File: src/design/data_memory_macros.svh
/*
 * Sizing constants for the L1 data array, the load response queue and
 * the response credit loop. Include this header wherever one of the
 * sizes is needed, and the package derives its field widths from it.
 */

`ifndef DATA_MEMORY_MACROS_SVH
`define DATA_MEMORY_MACROS_SVH

// --------------------
// Data array geometry
// --------------------

// Number of 32-bit banks, selected by the low word address bits
`define DCACHE_BANKS 4

// Words held by each bank
`define DCACHE_DEPTH 64

// --------------------
// Load return path
// --------------------

// Entries in the load response FIFO, which is also the number of
// load slots the access unit may reserve at once
`define LOAD_QUEUE_DEPTH 4

// Response credits the queue holds right after reset
`define RESP_CREDIT_INIT 2

`endif

File: src/design/data_memory_pkg.sv
/*
 * Shared types of the data cache subsystem. Holds the memory opcode,
 * the incoming request and the bank access and load descriptor structs
 * passed between the access unit, the data block and the load queue.
 */

`include "data_memory_macros.svh"

package data_memory_pkg;

    // Field widths follow from the sizes in the macro header
    localparam int BANK_SEL_W = $clog2(`DCACHE_BANKS);
    localparam int INDEX_W    = $clog2(`DCACHE_DEPTH);
    localparam int ADDR_W     = 2 + BANK_SEL_W + INDEX_W;

    // Loads first, then stores, in RISC-V funct3 order within each group
    typedef enum logic [2:0] {
        OP_LB,
        OP_LH,
        OP_LW,
        OP_LBU,
        OP_LHU,
        OP_SB,
        OP_SH,
        OP_SW
    } mem_op_t;

    typedef struct packed {
        mem_op_t           op;
        logic [ADDR_W-1:0] addr;
        logic [31:0]       wdata;
    } mem_req_t;

    typedef logic [BANK_SEL_W-1:0] bank_select_t;
    typedef logic [INDEX_W-1:0]    dcache_index_t;
    typedef logic [3:0]            byte_write_t;

    // Write side of the banked array
    typedef struct packed {
        logic          write;
        bank_select_t  bank_select;
        dcache_index_t index;
        byte_write_t   byte_write;
        logic [31:0]   data;
    } bank_write_t;

    // Read side of the banked array
    typedef struct packed {
        logic          read;
        bank_select_t  bank_select;
        dcache_index_t index;
    } bank_read_t;

    // A load in flight, so the queue knows how to shape the returned word
    typedef struct packed {
        logic       valid;
        mem_op_t    op;
        logic [1:0] offset;
    } load_desc_t;

endpackage

File: src/design/load_response_queue.sv
/*
 * Return path for loads. The descriptor of each load is held for one
 * cycle until its word arrives from the data block, then the byte, half
 * or word is extracted, extended and pushed into an in-order FIFO. The
 * FIFO drains one response per cycle while response credits remain.
 */

`timescale 1ns/1ps

`include "data_memory_macros.svh"

module load_response_queue
    import data_memory_pkg::*;
(
    input  logic        clk_i,
    input  logic        reset_i,
    input  load_desc_t  load_i,
    input  logic [31:0] rdata_i,
    output logic        slot_credit_o,
    input  logic        resp_credit_i,
    output logic        resp_valid_o,
    output logic [31:0] resp_data_o
);

    localparam int PTR_W    = $clog2(`LOAD_QUEUE_DEPTH);
    localparam int CNT_W    = $clog2(`LOAD_QUEUE_DEPTH + 1);
    localparam int CREDIT_W = $clog2(`RESP_CREDIT_INIT + `LOAD_QUEUE_DEPTH + 1);

    load_desc_t           desc_q;
    logic [7:0]           sel_byte;
    logic [15:0]          sel_half;
    logic [31:0]          load_data;
    logic                 push;
    logic                 pop;
    logic [31:0]          fifo_mem [`LOAD_QUEUE_DEPTH];
    logic [PTR_W-1:0]     wr_ptr_q;
    logic [PTR_W-1:0]     rd_ptr_q;
    logic [CNT_W-1:0]     count_q;
    logic [CREDIT_W-1:0]  credits_q;

    function automatic logic [PTR_W-1:0] next_ptr(input logic [PTR_W-1:0] ptr);
        if (ptr == PTR_W'(`LOAD_QUEUE_DEPTH - 1)) begin
            return '0;
        end
        return ptr + 1'b1;
    endfunction

    // Descriptor lines up with the word the data block returns next cycle
    always_ff @(posedge clk_i) begin
        if (reset_i) begin
            desc_q <= '0;
        end else begin
            desc_q <= load_i;
        end
    end

    // --------------------
    // Extraction
    // --------------------

    assign sel_byte = rdata_i[{desc_q.offset, 3'b000} +: 8];
    // Half loads look only at the upper offset bit
    assign sel_half = desc_q.offset[1] ? rdata_i[31:16] : rdata_i[15:0];

    always_comb begin
        unique case (desc_q.op)
            OP_LB:   load_data = {{24{sel_byte[7]}}, sel_byte};
            OP_LBU:  load_data = {24'b0, sel_byte};
            OP_LH:   load_data = {{16{sel_half[15]}}, sel_half};
            OP_LHU:  load_data = {16'b0, sel_half};
            default: load_data = rdata_i;
        endcase
    end

    // --------------------
    // Response FIFO
    // --------------------

    // Overflow cannot happen since every push had a slot reserved upstream
    assign push = desc_q.valid;
    assign pop  = (count_q != '0) && (credits_q != '0);

    always_ff @(posedge clk_i) begin
        if (push) begin
            fifo_mem[wr_ptr_q] <= load_data;
        end
    end

    always_ff @(posedge clk_i) begin
        if (reset_i) begin
            wr_ptr_q <= '0;
            rd_ptr_q <= '0;
            count_q  <= '0;
        end else begin
            if (push) wr_ptr_q <= next_ptr(wr_ptr_q);
            if (pop) rd_ptr_q <= next_ptr(rd_ptr_q);
            unique case ({push, pop})
                2'b10:   count_q <= count_q + 1'b1;
                2'b01:   count_q <= count_q - 1'b1;
                default: count_q <= count_q;
            endcase
        end
    end

    // Each response spends a credit, each incoming pulse returns one
    always_ff @(posedge clk_i) begin
        if (reset_i) begin
            credits_q <= CREDIT_W'(`RESP_CREDIT_INIT);
        end else begin
            unique case ({pop, resp_credit_i})
                2'b10:   credits_q <= credits_q - 1'b1;
                2'b01:   credits_q <= credits_q + 1'b1;
                default: credits_q <= credits_q;
            endcase
        end
    end

    assign resp_valid_o  = pop;
    assign resp_data_o   = fifo_mem[rd_ptr_q];
    assign slot_credit_o = pop;

endmodule

File: config.mk
export PLATFORM = sky130hd
export DESIGN_NAME = load_response_queue
export DESIGN_NICKNAME = d
export VERILOG_FILES = /design/src/design/data_memory_pkg.sv /design/src/design/load_response_queue.sv
export VERILOG_INCLUDE_DIRS = /design/src /design/src/design
export SDC_FILE = /design/constraint.sdc
export NUM_CORES = 1
export LEC_CHECK = 0
export BUFFER_PORTS_ARGS = -buffer_cell sky130_fd_sc_hd__clkbuf_2
export CELL_PAD_IN_SITES_DETAIL_PLACEMENT = 0
export CELL_PAD_IN_SITES_GLOBAL_PLACEMENT = 1
export CORE_MARGIN = 3
export CORE_UTILIZATION = 44
export CTS_CLUSTER_SIZE = 30
export DETAILED_ROUTE_END_ITERATION = 6
export PLACE_DENSITY = 0.79
export SETUP_SLACK_MARGIN = 0.4
export SLEW_MARGIN = 20
export SYNTH_ARGS = -nofsm -noshare
export SYNTH_HDL_FRONTEND = slang
export SYNTH_SLANG_ARGS = --single-unit
File: constraint.sdc
create_clock -name clk_i -period 2 [get_ports clk_i]
set_input_delay 0.2 -clock clk_i [delete_from_list [all_inputs] [get_ports clk_i]]
set_output_delay 0.2 -clock clk_i [all_outputs]
set_load 0.03 [all_outputs]
[Yosys cells after proc, flatten, opt, wreduce, memory -nomap -nowiden]
Memory sizes are Yosys's and may differ from the RTL's. A register that Yosys moved wholly into a read port is not among the register bits.
Cells that the tools add are included.
Word-level totals
  register bits after elaboration: 16
  bits in latches: 0
  bits in writable memories: 128
  memory bits (read-only): 0
  bits of input ports: 41
  output and inout port bits: 34
  logic and storage cells: 48
  memories: 1
Memory list
  fifo_mem: depth 4, bits a word 32, rd ports 1, clocked after memory_dff 1, write ports 1, RTL line load_response_queue.sv:35  | logic [31:0] fifo_mem [`LOAD_QUEUE_DEPTH];
Operators by class
  add/sub/neg operators: 6
  multipliers: 0
  div/mod/pow operators: 0
  $lt $le $gt $ge: 0
  equal/unequal tests: 9
  shift-type cells: 1
  multiplexer cells: 18
  bitwise logic cells: 0
  reduce and logical (&&, ||, !) cells: 6
Operators by type and width (number)
  one-hot mux 32 bit (4 select lines): 1
  indexed part select 32 x 6 -> 8 bit: 1
  two-way mux 16 bit: 1
  two-way mux 2 bit: 6
  one-hot mux 3 bit (2 select lines): 2
  == test 2 bit (second input constant): 4
  two-way mux 1 bit: 8
  adder 3 x 1 -> 3 bit (second input constant): 2
  nonzero test 3 bit: 2
  subtractor 3 x 1 -> 3 bit (second input constant): 2
  adder 2 x 1 -> 2 bit (second input constant): 2
  == test 2 x 1 -> 1 bit (second input constant): 2
  nonzero test 2 bit: 2
  == test 3 x 1 -> 1 bit (second input constant): 1
  == test 3 x 2 -> 1 bit (second input constant): 1
  == test 3 bit (second input constant): 1
  zero test 3 bit: 1
  logical AND 1 bit: 1

[Depth between registers and ports, before layout]
  word-level depth: 7
  depth in mapped cells: 9

[Worst setup path before layout]
No wires, ideal clock.
  path kind: register -> register
  start: register credits_q[0]
  end: register credits_q[1]
  library setup time: 0.120 ns
  arrival: 2.026 ns
  slack: -0.146 ns
  stages on the path, launching flop included: 9
  path buffers: 0
  clock period less this slack: 2.146 ns
  cells stage by stage: dfxtp_1 nor3_1 nor2_2 inv_1 ha_1 inv_1 fa_1 nor2b_1 a211o_1
Between the ends
  longest elaborated chain between the ends: 4
RTL lines
  start, declared: RTL line load_response_queue.sv:39  | logic [CREDIT_W-1:0] credits_q;
  start signal, assigned: RTL line load_response_queue.sv:108  | credits_q <= CREDIT_W'(`RESP_CREDIT_INIT);
  start signal, assigned: RTL line load_response_queue.sv:111  | 2'b10: credits_q <= credits_q - 1'b1;
  start signal, assigned: RTL line load_response_queue.sv:112  | 2'b01: credits_q <= credits_q + 1'b1;
  nonzero test 3 bit *: RTL line load_response_queue.sv:81  | assign pop = (count_q != '0) && (credits_q != '0);
  logical AND 1 bit *: RTL line load_response_queue.sv:81
  net resp_valid_o: RTL line load_response_queue.sv:21  | output logic resp_valid_o,
  == test 2 x 1 -> 1 bit or == test 2 bit (tied branches): RTL line load_response_queue.sv:110  | unique case ({pop, resp_credit_i})
  one-hot mux 3 bit (2 select lines) or nonzero test 2 bit (tied branches)
Mark *: on every way through the listed nets, which the timed path passes. The rest lies on a longest branch.
A chain may end at the register's enable or synchronous reset.

==> impl_metrics.yaml <==
outcome:
  outcome: "finished clean"
worst_setup_path:
  cp-end-kind: "output pin"
  cpPeakStageDelay_ns: 0.53
  cp_slowest_cell: "mux4_2"
  critPathArrivalTime_ns: 1.77
  path_buf_inv: 3
  crit_family: "multiplexers"
  r2r-start: "credits_q[0]"
  cp_max_fo: 8
  critical_path.cell_chain: "buf_12, buf_16, mux4_2, buf_8"
  critPathKind: "reg -> out"
  cp.required_ns: 1.80
  startpoint_type: "flip-flop"
sta:
  period_share: 0.985
  fin_hold_ws_ns: 0.0571
  relSlewSlack: 0.651
  fmax_ghz: 0.508
  tightest_slew_ns: 0.518
  setup_tns_ns: 0
  finalHoldViolCount: 0
  finalSetupViolCount: 0
  rsz0062_at_grt: "true"
  setup_ws_ns: 0.0304
  skew_ns: 0.00748
  fin_crit_ns: 1.97
  slew_violations: 0
placement:
  pre_cts_slack_ns: 0.0459
  dp_hpwl_um: 8680
  port_buffers: 74
  placed_area_um2: 7100
  gp_congestion: 0.869
clock_network:
  cts_max_path_buffers: 2
  cts-root-buf: "clkbuf_16"
  cts_buffers: 17
  clk_pin_slew_ns: 0.06
  cts_tree: "done"
  numClockSinks: 146
  h-tree-depth: 4
  worstSkewPairLatency_ns: 0.42
global_route:
  grtUsageMet1: 0.252
  antenna_found_initial: 0
  overflow: 0
  grt_start_max_net_pins: 33
  grt_pass1_wl_um: 22700
  grt_pass1_vias: 4057
  grt.met3_usage: 0.0573
  grt_usage: 0.192
  grtUsageMet2: 0.308
  busiest_layer: "met2"
finish:
  multi_input_area_um2: 2300
  seq_area_um2: 4230
  final_nets: 550
  fin_area_um2: 8810
  fillerInstances: 968
  syn_to_final_growth_pct: 39.8
  drive_above_1_share: 0.507
  antenna_cells: 0
synthesis:
  yosysUniqueCellTypes: 46
  synth_top_cell_area_share: 0.610
  synthCells: 373
  syn_area_per_cell_um2: 16.9
  synth_edf_count: 128
  ys_ff_latch: 146
  syn-num-nets: 422
  yosys-top-cells-area: "edfxtp_1, mux4_2, dfxtp_1"
  seq_area_frac_synth: 0.667
  yosysTopAreaCell: "edfxtp_1"
  synthArstFlopShare: 0
  synthFlopType: "edfxtp_1"
  syn_area_um2: 6300
  synth_warnings: 0
power:
  power.leakage_nw: 3.22
  power.total_w: 0.0110
  pwr_density_cell_nw_per_um2: 1250
  vdd_drop_max_v: 0.00110
route:
  drc: 0
  drtAntennaViolNets: 0
  routed_via_density: 5.52
  drt_first_pass_iters: 4
  vias: 3824
  avgRoutedWirePerCell_um: 21.2
  first_iter_violations: 378
  wirelength_um: 14700
floorplan:
  dieArea_um2: 15800
  initial_utilization: 0.452
  num_io_pins: 75
  core_area_um2: 13900
  dieWidth_um: 126
  rows: 43
  die_y_um: 126
hold_path:
  hp-class: "in -> reg"
  min_from: "load_i[4]"
job:
  drv_cap: 0
==> cell usage after synthesis, types with 2 or more instances <==
library cell    n
nor2_1         23
o22ai_1         3
buf_2           8
and2_1          6
mux2i_1        11
a21o_1         17
nand2_1         9
inv_1          10
mux2_2          3
edfxtp_1      128
nor2_2          3
nand2b_1        4
a21oi_1        11
clkbuf_1        8
nor3_1          6
mux4_2         35
buf_4           2
a211o_1         2
o21a_1          3
o21ai_0         9
nor2b_1        11
fa_1            2
a211oi_1        4
dfxtp_1        18
buf_1           2
xor2_1          3
o221a_2         8
ha_1            6
==> layer usage <==
layer | share of wire | vias to the layer above
li1 | - | 1738
met2 | 0.51 | 131
met5 | 0 | -
met1 | 0.41 | 1941
met4 | 0.015 | 0
met3 | 0.072 | 14
==> layout by cell type (no fill, tap or decap), drive strengths merged, types with 3 or more instances in the layout <==
cell and count:
edfxtp 128, buf 81, clkbuf 61, mux4 35
nor2 26, dfxtp 18, a21o 17, a21oi 12
mux2i 12, nor2b 11, inv 11, nand2 9
o21ai 9, o221a 8, clkinv 7, nor3 7
ha 6, and2 6, bufinv 5, dlygate4sd3 5
a211oi 5, nand2b 4, xor2 4, o22ai 3
o21a 3, mux2 3
==> layout make-up <==
type | count | share of cell area
Clock buffer | 18 | 0.0487
Clock inverter | 13 | 0.0217
Inverter | 11 | 0.00469
Multi-Input combinational cell | 195 | 0.262
Sequential cell | 146 | 0.480
Tap cell | 180 | 0.0256
Timing Repair Buffer | 130 | 0.157
==> logic make-up after synthesis <==
family / count (synthesis) / share of synthesized area
flops: 146 / 0.667
simple gates: 67 / 0.0546
compound gates: 65 / 0.0772
mux: 50 / 0.152
buf+inv: 32 / 0.0230
fa+ha+maj: 8 / 0.0183
xor+xnor: 5 / 0.00814
==> timing repair <==
action | in CTS | in global routing
endpoints found under the hold margin | 5 | 0
gates resized for setup | 123 | 61
hold buffers | 5 | 0
pin swaps | 20 | 10
endpoints found under the setup margin | 163 | 167
buffers inserted | 16 | 10
gates cloned | 5 | 0
==> sequential cells by signal (all words and copies together) (netlist names), named ones only <==
signal,count
rd_ptr_q,2
desc_q,5
fifo_mem,128
count_q,3
push,1
wr_ptr_q,2
credits_q,3
==> path summary, 6_finish.rpt <==
kind	cells after the start	slack, ns	endpoint
hold reg to reg	2	0.52	flip-flop
hold / removal	2	0.06	desc_q[4]
setup reg to reg	9	0.06	credits_q[2]
setup / recovery	4	0.03	resp_data_o[31]
==> power breakdown <==
| part | total [W] | switching (W) | internal (W) | leakage [nW] |
|---|---|---|---|---|
| Sequential | 0.00367 | 0.000112 | 0.00356 | 1.32 |
| Clock | 0.00334 | 0.00115 | 0.00218 | 0.307 |
| Combinational | 0.00398 | 0.00189 | 0.00209 | 1.59 |
| Total | 0.0110 | 0.00316 | 0.00783 | 3.22 |
==> per-stage QoR <==
step           std cells  utilization
6_report             693        0.632
5_1_grt              693        0.632
4_1_cts              683        0.614
3_5_place_dp         626        0.510
3_3_place_gp         626        0.510
2_1_floorplan        373            -
(Power assumes the default switching activity.)
