==> src/design/data_memory_macros.svh <==
/*
 * Sizing constants for the L1 data array, the load response queue and
 * the response credit loop. Include this header wherever one of the
 * sizes is needed, and the package derives its field widths from it.
 */

`ifndef DATA_MEMORY_MACROS_SVH
`define DATA_MEMORY_MACROS_SVH

// --------------------
// Data array geometry
// --------------------

// Number of 32-bit banks, selected by the low word address bits
`define DCACHE_BANKS 4

// Words held by each bank
`define DCACHE_DEPTH 64

// --------------------
// Load return path
// --------------------

// Entries in the load response FIFO, which is also the number of
// load slots the access unit may reserve at once
`define LOAD_QUEUE_DEPTH 4

// Response credits the queue holds right after reset
`define RESP_CREDIT_INIT 2

`endif

==> src/design/data_memory_pkg.sv <==
/*
 * Shared types of the data cache subsystem. Holds the memory opcode,
 * the incoming request and the bank access and load descriptor structs
 * passed between the access unit, the data block and the load queue.
 */

`include "data_memory_macros.svh"

package data_memory_pkg;

    // Field widths follow from the sizes in the macro header
    localparam int BANK_SEL_W = $clog2(`DCACHE_BANKS);
    localparam int INDEX_W    = $clog2(`DCACHE_DEPTH);
    localparam int ADDR_W     = 2 + BANK_SEL_W + INDEX_W;

    // Loads first, then stores, in RISC-V funct3 order within each group
    typedef enum logic [2:0] {
        OP_LB,
        OP_LH,
        OP_LW,
        OP_LBU,
        OP_LHU,
        OP_SB,
        OP_SH,
        OP_SW
    } mem_op_t;

    typedef struct packed {
        mem_op_t           op;
        logic [ADDR_W-1:0] addr;
        logic [31:0]       wdata;
    } mem_req_t;

    typedef logic [BANK_SEL_W-1:0] bank_select_t;
    typedef logic [INDEX_W-1:0]    dcache_index_t;
    typedef logic [3:0]            byte_write_t;

    // Write side of the banked array
    typedef struct packed {
        logic          write;
        bank_select_t  bank_select;
        dcache_index_t index;
        byte_write_t   byte_write;
        logic [31:0]   data;
    } bank_write_t;

    // Read side of the banked array
    typedef struct packed {
        logic          read;
        bank_select_t  bank_select;
        dcache_index_t index;
    } bank_read_t;

    // A load in flight, so the queue knows how to shape the returned word
    typedef struct packed {
        logic       valid;
        mem_op_t    op;
        logic [1:0] offset;
    } load_desc_t;

endpackage

==> src/design/cache_access_unit.sv <==
/*
 * Front end of the data cache. Decodes each accepted request into a bank
 * write or bank read plus a load descriptor for the response queue, and
 * aligns store data into its byte lanes. Loads are only accepted while a
 * queue slot is free, tracked with a credit counter.
 */

`timescale 1ns/1ps

`include "data_memory_macros.svh"

module cache_access_unit
    import data_memory_pkg::*;
(
    input  logic        clk_i,
    input  logic        reset_i,
    input  logic        req_valid_i,
    input  mem_req_t    req_i,
    output logic        req_ready_o,
    input  logic        slot_credit_i,
    output bank_write_t write_o,
    output bank_read_t  read_o,
    output load_desc_t  load_o
);

    localparam int SLOT_CNT_W = $clog2(`LOAD_QUEUE_DEPTH + 1);

    logic                  is_load;
    logic                  is_byte;
    logic                  is_half;
    logic                  req_accept;
    logic                  load_accept;
    logic [1:0]            offset;
    byte_write_t           byte_mask;
    logic [31:0]           store_data;
    logic [SLOT_CNT_W-1:0] slot_credits_q;

    // --------------------
    // Opcode decode
    // --------------------

    always_comb begin
        is_load = 1'b0;
        is_byte = 1'b0;
        is_half = 1'b0;
        unique case (req_i.op)
            OP_LB, OP_LBU: begin
                is_load = 1'b1;
                is_byte = 1'b1;
            end
            OP_LH, OP_LHU: begin
                is_load = 1'b1;
                is_half = 1'b1;
            end
            OP_LW: is_load = 1'b1;
            OP_SB: is_byte = 1'b1;
            OP_SH: is_half = 1'b1;
            default: ;
        endcase
    end

    assign offset = req_i.addr[1:0];

    // --------------------
    // Byte mask and store alignment
    // --------------------

    // Offset bits below the access size play no part in the lane choice
    always_comb begin
        if (is_byte) begin
            byte_mask  = 4'b0001 << offset;
            store_data = {4{req_i.wdata[7:0]}};
        end else if (is_half) begin
            byte_mask  = offset[1] ? 4'b1100 : 4'b0011;
            store_data = {2{req_i.wdata[15:0]}};
        end else begin
            byte_mask  = 4'b1111;
            store_data = req_i.wdata;
        end
    end

    // A store never waits, a load needs a free slot in the queue
    assign req_ready_o = !is_load || (slot_credits_q != '0);
    assign req_accept  = req_valid_i && req_ready_o;
    assign load_accept = req_accept && is_load;

    // Word index and bank come straight from the address fields
    assign write_o.write       = req_accept && !is_load;
    assign write_o.bank_select = req_i.addr[2 +: BANK_SEL_W];
    assign write_o.index       = req_i.addr[ADDR_W-1 -: INDEX_W];
    assign write_o.byte_write  = byte_mask;
    assign write_o.data        = store_data;

    assign read_o.read        = load_accept;
    assign read_o.bank_select = req_i.addr[2 +: BANK_SEL_W];
    assign read_o.index       = req_i.addr[ADDR_W-1 -: INDEX_W];

    assign load_o.valid  = load_accept;
    assign load_o.op     = req_i.op;
    assign load_o.offset = offset;

    // --------------------
    // Load slot credits
    // --------------------

    // A slot stays reserved from acceptance until its response has left
    always_ff @(posedge clk_i) begin
        if (reset_i) begin
            slot_credits_q <= SLOT_CNT_W'(`LOAD_QUEUE_DEPTH);
        end else begin
            unique case ({load_accept, slot_credit_i})
                2'b10:   slot_credits_q <= slot_credits_q - 1'b1;
                2'b01:   slot_credits_q <= slot_credits_q + 1'b1;
                default: slot_credits_q <= slot_credits_q;
            endcase
        end
    end

endmodule

==> config.mk <==
export PLATFORM = sky130hd
export DESIGN_NAME = cache_access_unit
export DESIGN_NICKNAME = d
export VERILOG_FILES = /design/src/design/data_memory_pkg.sv /design/src/design/cache_access_unit.sv
export VERILOG_INCLUDE_DIRS = /design/src /design/src/design
export SDC_FILE = /design/constraint.sdc
export NUM_CORES = 1
export LEC_CHECK = 0
export BUFFER_PORTS_ARGS = -buffer_cell sky130_fd_sc_hd__buf_2
export CORE_MARGIN = 10
export CORE_UTILIZATION = 35
export DETAILED_ROUTE_END_ITERATION = 7
export GPL_TIMING_DRIVEN = 0
export PLACE_DENSITY = 0.85
export SYNTH_ARGS = -nofsm -noshare
export SYNTH_HDL_FRONTEND = slang
export SYNTH_SLANG_ARGS = --single-unit
==> constraint.sdc <==
create_clock -name clk_i -period 3.3 [get_ports clk_i]
set_input_delay 0.66 -clock clk_i [delete_from_list [all_inputs] [get_ports clk_i]]
set_output_delay 0.66 -clock clk_i [all_outputs]
set_load 0.01 [all_outputs]
# Word level (Yosys, flattened, before mapping)
# Cells that the tools add are included.
[word_totals] word_cells=32 register_bits=3 output_inout_bits=61
[classes] n_addsub=2 muxes=9 n_reduce_logical=11 n_eq_ne=8 shifts=1
[ops] operator="$mux 32" n=2
[ops] operator="$mux 4" n=3
[ops] operator="$eq 3x3->1 const B" n=3
[ops] operator="$eq 3x2->1 const B" n=2
[ops] operator="$pmux 3 s2" n=1
[ops] operator="$reduce_or 3->1" n=2
[ops] operator="$reduce_or 5->1" n=1
[ops] operator="$shl 1x2->4 const A" n=1
[ops] operator="$add 3x1->3 const B" n=1
[ops] operator="$eq 3x1->1 const B" n=1
[ops] operator="$logic_and 1x1->1" n=3
[ops] operator="$logic_not 3->1" n=1
[ops] operator="$mux 1" n=3
[ops] operator="$reduce_bool 3->1" n=1
[ops] operator="$sub 3x1->3 const B" n=1
[ops] operator="$eq 2x1->1 const B" n=1
[ops] operator="$eq 2x2->1 const B" n=1
[ops] operator="$reduce_bool 2->1" n=1
[ops] operator="$logic_not 1->1" n=1
[ops] operator="$logic_or 1x1->1" n=1

# Logic depth before layout (Yosys ltp)
# Gate-level depths: netlist of the first run.
[logic_depth] word_depth=9 mapped_depth=9 depth_no_buf=8

# Worst setup path after synthesis of the first run
# OpenSTA, ideal clock, no wires.
[synth_path] path_kind="input-to-reg" from="in req_i[43] in the netlist's numbering" to="reg slot_credits_q[2]" stages=9 setup_ns=0.132 arrival_time_ns=2.481 path_slack_ns=0.686 n_path_buf=1 cell_sequence="buf_2 -> o21ai_0 -> nand3_1 -> ha_1 -> inv_1 -> fa_1 -> xor2_1 -> o21ai_0 -> or3b_2"
[synth_between] elab_chain_cells=9 word_cells_on_any_way=15 classes_between="eq/ne: 6; mux: 2; reduce/logical: 7"
[synth_rtl] item="from (decl)" line_no="cache_access_unit.sv:18" source="input mem_req_t req_i,"
[synth_rtl] item="$eq 3x1->1, or another cell as far along" line_no="cache_access_unit.sv:46" source="unique case (req_i.op)"
[synth_rtl] item="$reduce_or 5->1 (no line) *"
[synth_rtl] item="$mux 1 *" line_no="cache_access_unit.sv:46"
[synth_rtl] item="$logic_not 1->1" line_no="cache_access_unit.sv:83" source="assign req_ready_o = !is_load || (slot_credits_q != '0);"
[synth_rtl] item="$logic_or 1x1->1" line_no="cache_access_unit.sv:83"
[synth_rtl] item="$logic_and 1x1->1" line_no="cache_access_unit.sv:84" source="assign req_accept = req_valid_i && req_ready_o;"
[synth_rtl] item="$logic_and 1x1->1 *" line_no="cache_access_unit.sv:85" source="assign load_accept = req_accept && is_load;"
[synth_rtl] item="$eq 2x1->1 or $eq 2x2->1 (tied branches)" line_no="cache_access_unit.sv:111" source="unique case ({load_accept, slot_credit_i})"
[synth_rtl] item="$pmux 3 s2 or $reduce_bool 2->1 (tied branches)"
[synth_rtl] item="to (signal assigned)" line_no="cache_access_unit.sv:112" source="2'b10: slot_credits_q <= slot_credits_q - 1'b1;"
[synth_rtl] item="to (signal assigned)" line_no="cache_access_unit.sv:113" source="2'b01: slot_credits_q <= slot_credits_q + 1'b1;"
[synth_rtl] item="to (signal assigned)" line_no="cache_access_unit.sv:114" source="default: slot_credits_q <= slot_credits_q;"
[synth_rtl] item="to (decl)" line_no="cache_access_unit.sv:36" source="logic [SLOT_CNT_W-1:0] slot_credits_q;"
# Every way passes the cells marked *; elsewhere a longest branch is shown, timed or not.
# A chain may end at the register's enable or synchronous reset.

# Worst setup path after layout of the first run
# Ends and elaborated chain as after synthesis.

==> results.py, run 1 <==
metrics = {
    "logic_synthesis": {
        "synth_cell_types": 26,
        "muxShareOfSynthArea": 0.323,
        "yosysWarningCount": 0,
        "synth_edf_count": 0,
        "seq_area_frac_synth": 0.0602,
        "synth_compound_area_frac": 0.129,
        "synth_top_area_share": 0.233,
        "synth-seq-cells": 3,
        "synth_fa_ha_area_frac": 0.0326,
        "async_reset_ff_frac": 0,
        "syn_nets": 162,
        "synth_area_leaders": "buf_4 23%, mux2_4 21%, mux2i_1 9.0%, a221o_1 8.0%, dfxtp_1 6.0%",
        "yosys.area_share.xor_xnor": 0.0451,
        "synth_flop_cell": "dfxtp_1",
        "synth_area_um2": 998,
        "synthSimpleGateAreaFrac": 0.123,
        "synth_area_leader_cell": "buf_4",
        "synth_top_family_by_area": "multiplexers",
        "avgSynthCellArea_um2": 9.00,
        "postSynthCellCount": 111,
    },
    "worst_setup_path": {
        "slowest_delay_ns": 0.45,
        "cp.arrival_ns": 2.81,
        "crit_path_start": "req_i[43]",
        "crit_fanout": 10,
        "reg2reg_from": "slot_credits_q[0]",
        "path_cells": "buf_2, buf_2, o21ai_0, nand3_1, ha_1, inv_1, fa_1, xor2_1, o21ai_0, or3b_2",
        "r2r_cells": 8,
        "cp.required_ns": 3.41,
        "worstSetupEndpoint": "slot_credits_q[2]",
        "slowest_stage": "or3b_2",
        "crit_path_end_kind": "register",
        "crit_type": "input pin to register",
        "startpoint_type": "input pin",
        "r2r_slack_ns": 1.00,
        "r2r-end": "slot_credits_q[2]",
    },
    "floorplan": {
        "die_x_um": 73.4,
        "die_h_um": 73.4,
        "dieArea_mm2": 0.00539,
        "core-area_mm2": 0.00273,
        "initial_core_util": 0.365,
        "ios": 110,
        "row_count": 19,
    },
    "global_routing": {
        "antenna_found_initial": 0,
        "grt_usage": 0.123,
        "overflow": 0,
        "grt_pass1_vias": 1210,
        "grt_start_max_net_pins": 11,
        "grt_pass1_wl_um": 5500,
    },
    "routing": {
        "vias": 1155,
        "final_antenna_net_count": 0,
        "wire_per_inst_um": 14.8,
        "vias_per_cell": 4.68,
        "drtIter0Drc": 24,
        "first_pass_iters": 6,
        "route.detailed.drc": 0,
        "wirelength_um": 3670,
    },
    "clock_tree": {
        "hold_buffers": 0,
        "clk_pin_slew_ns": 0.03,
        "post-cts-setup-buffers": 0,
        "clockRootBuffer": "clkbuf_4",
        "cts_max_level": 1,
        "post_cts_resized": 0,
        "clockBufferDepth": 2,
        "clock_sinks": 3,
        "cts_tree": "yes",
        "cts_buffers": 3,
        "insertion_delay_ns": 0.23,
    },
    "sta": {
        "fmax_ghz": 0.370,
        "finalClockSkew_ns": 0.000869,
        "relSlewSlack": 0.753,
        "hold_viol": 0,
        "tightest_slew_ns": 0.370,
        "setup_viol_count_final": 0,
        "min_period_ns": 2.70,
        "drv_slew": 0,
        "rsz0062_at_grt": "no",
        "fin_setup_tns_ns": 0,
        "timing.final.crit_share": 0.820,
    },
    "cells_and_area": {
        "drive_gt1_frac": 0.727,
        "layout.filler_cells": 246,
        "syn_to_final_growth_pct": 57.1,
        "largest_register_ffs": 3,
        "layout_common_cells": "104 x buf_2, 31 x buf_4, 14 x mux2_4",
        "multiInputGateArea_um2": 652,
        "fin_nets": 268,
        "final_common_cell": "buf_2",
        "final_cells": 247,
        "regMostFlops": "slot_credits_q",
        "antennaDiodeCount": 0,
        "register_area_um2": 60.1,
        "reg.largest.list": "slot_credits_q x3",
    },
    "placement": {
        "gp_congestion": 0.749,
        "io_buffers": 101,
        "dp_hpwl_um": 3290,
        "dp_cells": 243,
    },
    "outcome": {
        "status": "finished, final reports clean",
    },
    "pwr": {
        "ir_worst_vdd_v": 0.000295,
        "pwr_density_cell_mw_per_mm2": 264,
        "leakage_uw": 0.000942,
    },
    "worst_hold_path": {
        "hp-class": "register to register",
    },
    "job": {
        "cap_violations": 0,
    },
}
[per-layer routing]
metal / track usage / part of all wire
met2: 0.206 / 0.43
met5: 0 / 0
met4: 0.0248 / 0.0038
met3: 0.0834 / 0.20
met1: 0.124 / 0.37
[critical path: cells and delay by family]
family | cells | cell delay (ns)
xor+xnor | 1 | 0.16
compound gates | 2 | 0.34
fa+ha+maj | 2 | 0.56
simple gates | 2 | 0.60
buf+inv | 3 | 0.49
[Yosys cell counts, types with 2 or more instances]
master and number:
a221o_1 8, buf_2 3, buf_4 31, dfxtp_1 3, inv_1 5, mux2_1 2, mux2_4 14, mux2i_1 9
nor2_1 11, nor3_1 2, nor3b_1 2, o21ai_0 6, xor2_1 2
[final cells by class]
type | instances | share of cell area
multi-input cells | 68 | 0.415
repair buffers | 101 | 0.322
plain buffers | 35 | 0.171
flip-flops and latches | 3 | 0.0383
well taps | 31 | 0.0247
clock buffers | 4 | 0.0167
inverters | 5 | 0.0120
[worst min-delay path by stage]
stage / start / to / slack (ns) / cells past startpoint
floorplan: slot_credits_q[1] / slot_credits_q[1] / 0.51 / 2
global placement: slot_credits_q[1] / slot_credits_q[1] / 0.53 / 2
detailed placement: slot_credits_q[1] / slot_credits_q[1] / 0.55 / 2
CTS: slot_credits_q[1] / slot_credits_q[1] / 0.56 / 2
global route: slot_credits_q[1] / slot_credits_q[1] / 0.58 / 2
finish: slot_credits_q[1] / slot_credits_q[1] / 0.56 / 2
[cells by family after synthesis]
group	Yosys count
compound gates	15
xor+xnor	3
fa+ha+maj	2
buf+inv	40
flops	3
mux	25
simple gates	23
[stage by stage]
stage	setup slack [ns]	util	total power (uW)	cell area, um2	hold WS (ns)
2_1_floorplan	0.686	-	242	998	0.514
3_3_place_gp	0.392	0.564	348	1540	0.532
3_5_place_dp	0.334	0.564	355	1540	0.545
4_1_cts	0.586	0.574	422	1570	0.557
5_1_grt	0.421	0.574	451	1570	0.575
6_report	0.595	0.574	414	1570	0.558
[power breakdown]
part | internal, uW | switching (uW)
combinational | 160 | 135
sequential | 46.6 | 9.16
clock | 45.3 | 18.7
total | 252 | 162
(Power assumes the default switching activity.)
==> run 2, diff against run 1 <==
--- a/config.mk
+++ b/config.mk
@@ -8,10 +8,10 @@
 export LEC_CHECK = 0
 export BUFFER_PORTS_ARGS = -buffer_cell sky130_fd_sc_hd__buf_2
 export CORE_MARGIN = 10
-export CORE_UTILIZATION = 35
+export CORE_UTILIZATION = 31
 export DETAILED_ROUTE_END_ITERATION = 7
 export GPL_TIMING_DRIVEN = 0
-export PLACE_DENSITY = 0.85
+export PLACE_DENSITY = 0.8
 export SYNTH_ARGS = -nofsm -noshare
 export SYNTH_HDL_FRONTEND = slang
 export SYNTH_SLANG_ARGS = --single-unit
==> constraint.sdc (replaced) <==
create_clock -name clk_i -period 2.33 [get_ports clk_i]
set_input_delay 0.466 -clock clk_i [delete_from_list [all_inputs] [get_ports clk_i]]
set_output_delay 0.466 -clock clk_i [all_outputs]
set_load 0.01 [all_outputs]
==> results.py, run 2 (same netlist as run 1, synthesis figures left out) <==
metrics = {
    "routing": {
        "wire_per_inst_um": 15.0,
        "wirelength_um": 3940,
        "final_antenna_net_count": 0,
        "vias_per_cell": 4.42,
        "route.detailed.drc": 0,
        "first_pass_iters": 3,
        "drtIter0Drc": 13,
        "vias": 1159,
    },
    "cells_and_area": {
        "layout_common_cells": "102 x buf_2, 33 x buf_4, 14 x mux2_4",
        "drive_gt1_frac": 0.748,
        "reg.largest.list": "slot_credits_q x3",
        "layout.filler_cells": 313,
        "regMostFlops": "slot_credits_q",
        "register_area_um2": 61.3,
        "stdcell_area_mm2": 0.00164,
        "largest_register_ffs": 3,
        "multiInputGateArea_um2": 674,
        "syn_to_final_growth_pct": 63.9,
        "fin_util": 0.532,
        "antennaDiodeCount": 0,
        "final_common_cell": "buf_2",
        "fin_nets": 270,
    },
    "sta": {
        "rsz0062_at_grt": "yes",
        "min_period_ns": 2.24,
        "hold_viol": 0,
        "fmax_ghz": 0.446,
        "timing.final.crit_share": 0.962,
        "finalClockSkew_ns": 0.000840,
        "tightest_slew_ns": 0.400,
        "timing.final.ws_setup_ns": 0.0885,
        "drv_slew": 0,
        "relSlewSlack": 0.733,
        "whs_ns": 0.414,
        "fin_setup_tns_ns": 0,
        "setup_viol_count_final": 0,
    },
    "worst_setup_path": {
        "cp.arrival_ns": 2.35,
        "startpoint_type": "register",
        "crit_fanout": 3,
        "crit_type": "register to register",
        "crit_path_end_kind": "register",
        "cp.required_ns": 2.44,
    },
    "floorplan": {
        "core-area_mm2": 0.00308,
        "row_count": 20,
        "initial_core_util": 0.324,
        "ios": 110,
        "dieArea_mm2": 0.00589,
        "die_x_um": 76.8,
        "die_h_um": 76.8,
    },
    "clock_tree": {
        "clockRootBuffer": "clkbuf_4",
        "cts_tree": "yes",
        "clock_sinks": 3,
        "cts_max_level": 1,
        "cts_buffers": 3,
        "clockBufferDepth": 2,
        "clk_pin_slew_ns": 0.04,
        "insertion_delay_ns": 0.23,
        "hold_buffers": 0,
    },
    "pwr": {
        "power_frac_comb": 0.718,
        "pwr-share-seq": 0.131,
        "leakage_uw": 0.000959,
        "switchingPower_uw": 241,
        "pwr-share-clk": 0.150,
        "p_int_uw": 373,
        "swShare": 0.392,
        "pwr_density_cell_mw_per_mm2": 375,
        "ir_worst_vdd_v": 0.000289,
    },
    "global_routing": {
        "antenna_found_initial": 0,
        "grt_usage": 0.122,
        "grt_start_max_net_pins": 11,
        "overflow": 0,
        "grt_pass1_vias": 1227,
        "grt_pass1_wl_um": 6140,
    },
    "placement": {
        "gp_congestion": 0.726,
        "io_buffers": 101,
        "pre_cts_ws_ns": -0.319,
        "placed_cell_area_mm2": 0.00156,
        "dp_hpwl_um": 3300,
    },
    "worst_hold_path": {
        "hp-class": "input pin to register",
    },
    "outcome": {
        "status": "finished, final reports clean",
    },
    "job": {
        "cap_violations": 0,
    },
}
[run 2: changes by cell type in the layout (fill, tap and decap cells not counted), sizes merged]
cell    delta
buf        +1
clkbuf     +1
[run 2: per-layer routing]
| layer | GRT usage | wire [um] | share of wire | vias to the layer above |
|---|---|---|---|---|
| li1 | - | - | - | 572 |
| met3 | 0.0618 | 455 | 0.12 | 2 |
| met1 | 0.122 | 1410 | 0.36 | 525 |
| met4 | 0.0167 | 8 | 0.0020 | 0 |
| met2 | 0.226 | 2060 | 0.52 | 60 |
| met5 | 0 | 0 | 0 | - |
[run 2: worst max-delay path, stage by stage, from the launching register on]
cell and delay [ns]:
dfxtp_1 0.31, or3_4 0.40, nand3_2 0.11, ha_4 0.14, inv_1 0.04, fa_1 0.37, xor2_1 0.16, o21ai_1 0.13
or3b_2 0.44
[run 2: path summary, 6_finish.rpt]
path	start	to	slack [ns]	cells after the start
setup / recovery	slot_credits_q[2]	slot_credits_q[2]	0.09	8
hold / removal	reset_i	slot_credits_q[0]	0.41	2
setup reg to reg	slot_credits_q[2]	slot_credits_q[2]	0.09	8
hold reg to reg	slot_credits_q[0]	slot_credits_q[0]	0.53	2
[run 2: timing repair]
| action | CTS | global route |
|---|---|---|
| setup endpoints to repair | 1 | 15 |
| setup buffers | 0 | 2 |
| pin swaps | 0 | 2 |
| hold endpoints to repair | 0 | 0 |
| resized for setup | 6 | 4 |
[run 2: final cells by class]
| cell class | instances | share of cell area |
|---|---|---|
| sequential | 3 | 0.0375 |
| clock buffer | 4 | 0.0161 |
| buffer | 35 | 0.171 |
| timing repair buffer | 103 | 0.318 |
| tap | 44 | 0.0336 |
| multi-input combinational | 68 | 0.412 |
| inverter | 5 | 0.0115 |
[run 2: through the flow]
step,instances,power (uW)
floorplan,111,343
CTS,260,610
finish,262,614
global route,262,667
detailed placement,256,506
global placement,256,496
[run 2: power by group through the flow]
| stage | combinational (uW) | sequential (uW) | clock (uW) |
|---|---|---|---|
| final | 441 | 80.7 | 92.2 |
| after floorplan | 267 | 76.8 | 0 |
| after detailed placement | 426 | 79.8 | 0 |
| after global routing | 485 | 82.7 | 99.1 |
| after global placement | 417 | 79.3 | 0 |
| after CTS | 435 | 79.8 | 95.2 |
==> run 3, diff against run 2 <==
--- a/config.mk
+++ b/config.mk
@@ -7,8 +7,10 @@
 export NUM_CORES = 1
 export LEC_CHECK = 0
 export BUFFER_PORTS_ARGS = -buffer_cell sky130_fd_sc_hd__buf_2
+export CELL_PAD_IN_SITES_DETAIL_PLACEMENT = 0
+export CELL_PAD_IN_SITES_GLOBAL_PLACEMENT = 1
 export CORE_MARGIN = 10
-export CORE_UTILIZATION = 31
+export CORE_UTILIZATION = 20
 export DETAILED_ROUTE_END_ITERATION = 7
 export GPL_TIMING_DRIVEN = 0
 export PLACE_DENSITY = 0.8
==> results.py, run 3 (same netlist as run 1, synthesis figures left out) <==
metrics = {
    "outcome": {
        "status": "finished, final reports clean",
    },
    "worst_setup_path": {
        "cp.required_ns": 2.42,
        "crit_fanout": 3,
        "slowest_delay_ns": 0.44,
        "r2r_slack_ns": 0.08,
        "slowest_stage": "or3b_2",
        "cp.arrival_ns": 2.34,
        "crit_type": "register to register",
        "path_cells": "or3_4, nand3_2, ha_2, inv_1, fa_1, xor2_1, o21ai_1, or3b_2",
        "startpoint_type": "register",
        "crit_path_end_kind": "register",
    },
    "cells_and_area": {
        "final_common_cell": "buf_2",
        "layout_common_cells": "102 x buf_2, 34 x buf_4, 14 x mux2_4",
        "drive_gt1_frac": 0.749,
        "largest_register_ffs": 3,
        "fin_nets": 271,
        "reg.largest.list": "slot_credits_q x3",
        "antennaDiodeCount": 0,
        "syn_to_final_growth_pct": 68.9,
        "regMostFlops": "slot_credits_q",
    },
    "pwr": {
        "pwr-share-seq": 0.120,
        "pwr_density_cell_mw_per_mm2": 396,
        "swShare": 0.364,
        "leakage_uw": 0.000972,
        "p_int_uw": 425,
        "pwr-share-clk": 0.225,
        "ir_worst_vdd_v": 0.000368,
        "power_frac_comb": 0.655,
        "switchingPower_uw": 243,
    },
    "floorplan": {
        "die_x_um": 90.7,
        "row_count": 25,
        "dieArea_mm2": 0.00822,
        "core-area_mm2": 0.00479,
        "die_h_um": 90.7,
        "initial_core_util": 0.209,
        "ios": 110,
    },
    "sta": {
        "min_period_ns": 2.25,
        "rsz0062_at_grt": "yes",
        "setup_viol_count_final": 0,
        "hold_viol": 0,
        "relSlewSlack": 0.747,
        "fmax_ghz": 0.444,
        "drv_slew": 0,
        "tightest_slew_ns": 0.379,
        "fin_setup_tns_ns": 0,
        "timing.final.crit_share": 0.966,
        "whs_ns": 0.437,
        "finalClockSkew_ns": 0.000716,
    },
    "clock_tree": {
        "clockBufferDepth": 2,
        "hold_buffers": 0,
        "cts_max_level": 1,
        "clockRootBuffer": "clkbuf_8",
        "insertion_delay_ns": 0.21,
        "cts_buffers": 3,
        "cts_tree": "yes",
        "clock_sinks": 3,
        "clk_pin_slew_ns": 0.03,
    },
    "routing": {
        "vias": 1126,
        "wirelength_um": 3890,
        "vias_per_cell": 3.94,
        "drtIter0Drc": 22,
        "route.detailed.drc": 0,
        "wire_per_inst_um": 13.6,
        "final_antenna_net_count": 0,
        "first_pass_iters": 4,
    },
    "global_routing": {
        "grt_pass1_wl_um": 6040,
        "grt_usage": 0.0876,
        "antenna_found_initial": 0,
        "grt_pass1_vias": 1241,
        "grt_start_max_net_pins": 11,
        "overflow": 0,
    },
    "placement": {
        "dp_hpwl_um": 3380,
        "io_buffers": 101,
        "gp_congestion": 0.723,
    },
    "worst_hold_path": {
        "hp-class": "input pin to register",
    },
    "job": {
        "cap_violations": 0,
    },
}
-- run 3: cell types whose count changed in the layout (fill, tap and decap cells not counted) --
| cell | previous run | this run |
|---|---|---|
| clkbuf_4 | 4 | 1 |
| ha_4 | 1 | 0 |
| buf_12 | 1 | 2 |
| ha_2 | 0 | 1 |
| buf_8 | 1 | 0 |
| clkbuf_8 | 0 | 3 |
| buf_4 | 33 | 34 |
-- run 3: layout make-up --
class	instances	area, um2
Multi-Input combinational cell	68	664
Clock buffer	4	45.0
Fill cell	531	3100
Buffer	35	285
Timing Repair Buffer	104	528
Tap cell	67	83.8
Sequential cell	3	61.3
Inverter	5	18.8
-- run 3: path summary, 6_finish.rpt --
path	start	end	cells after the start
worst max register to register	slot_credits_q[2]	slot_credits_q[2]	8
worst min register to register	slot_credits_q[0]	slot_credits_q[0]	2
worst max-delay path	slot_credits_q[2]	slot_credits_q[2]	8
worst min-delay path	reset_i	slot_credits_q[0]	2
-- run 3: power by group through the flow --
stage                     logic (uW)  clock network, uW  registers, uW
after detailed placement         427                  0           79.2
after global routing             482                158           83.0
final                            437                150           80.4
after CTS                        434                154           78.5
after floorplan                  267                  0           76.8
after global placement           422                  0           79.0
-- run 3: repair_timing --
action	4_1_cts	5_1_grt
hold endpoints to repair	0	0
resized for setup	5	5
endpoints found under the setup margin	1	7
pin swaps	0	2
setup buffers	0	3
-- run 3: metal layers --
metal / track usage / wire length (um)
met5: 0 / 0
met4: 0.0159 / 17
met3: 0.0324 / 508
met2: 0.153 / 1800
met1: 0.0993 / 1560
-- run 3: per-stage QoR --
stage | utilization | instances | total power [uW] | setup slack [ns] | instance area [um2]
finish | 0.352 | 286 | 668 | 0.0788 | 1690
global route | 0.352 | 286 | 723 | -0.0337 | 1690
CTS | 0.344 | 283 | 666 | 0.0154 | 1650
detailed placement | 0.332 | 279 | 506 | -0.372 | 1590
global placement | 0.332 | 279 | 501 | -0.332 | 1590
floorplan | - | 111 | 343 | 0.00530 | 1000
-- run 3: worst max-delay path: cells and delay by family (launching register included) --
family / cells / cell delay (ns)
simple gates: 3 / 0.92
flops: 1 / 0.31
buf+inv: 1 / 0.05
compound gates: 1 / 0.13
fa+ha+maj: 2 / 0.54
xor+xnor: 1 / 0.16
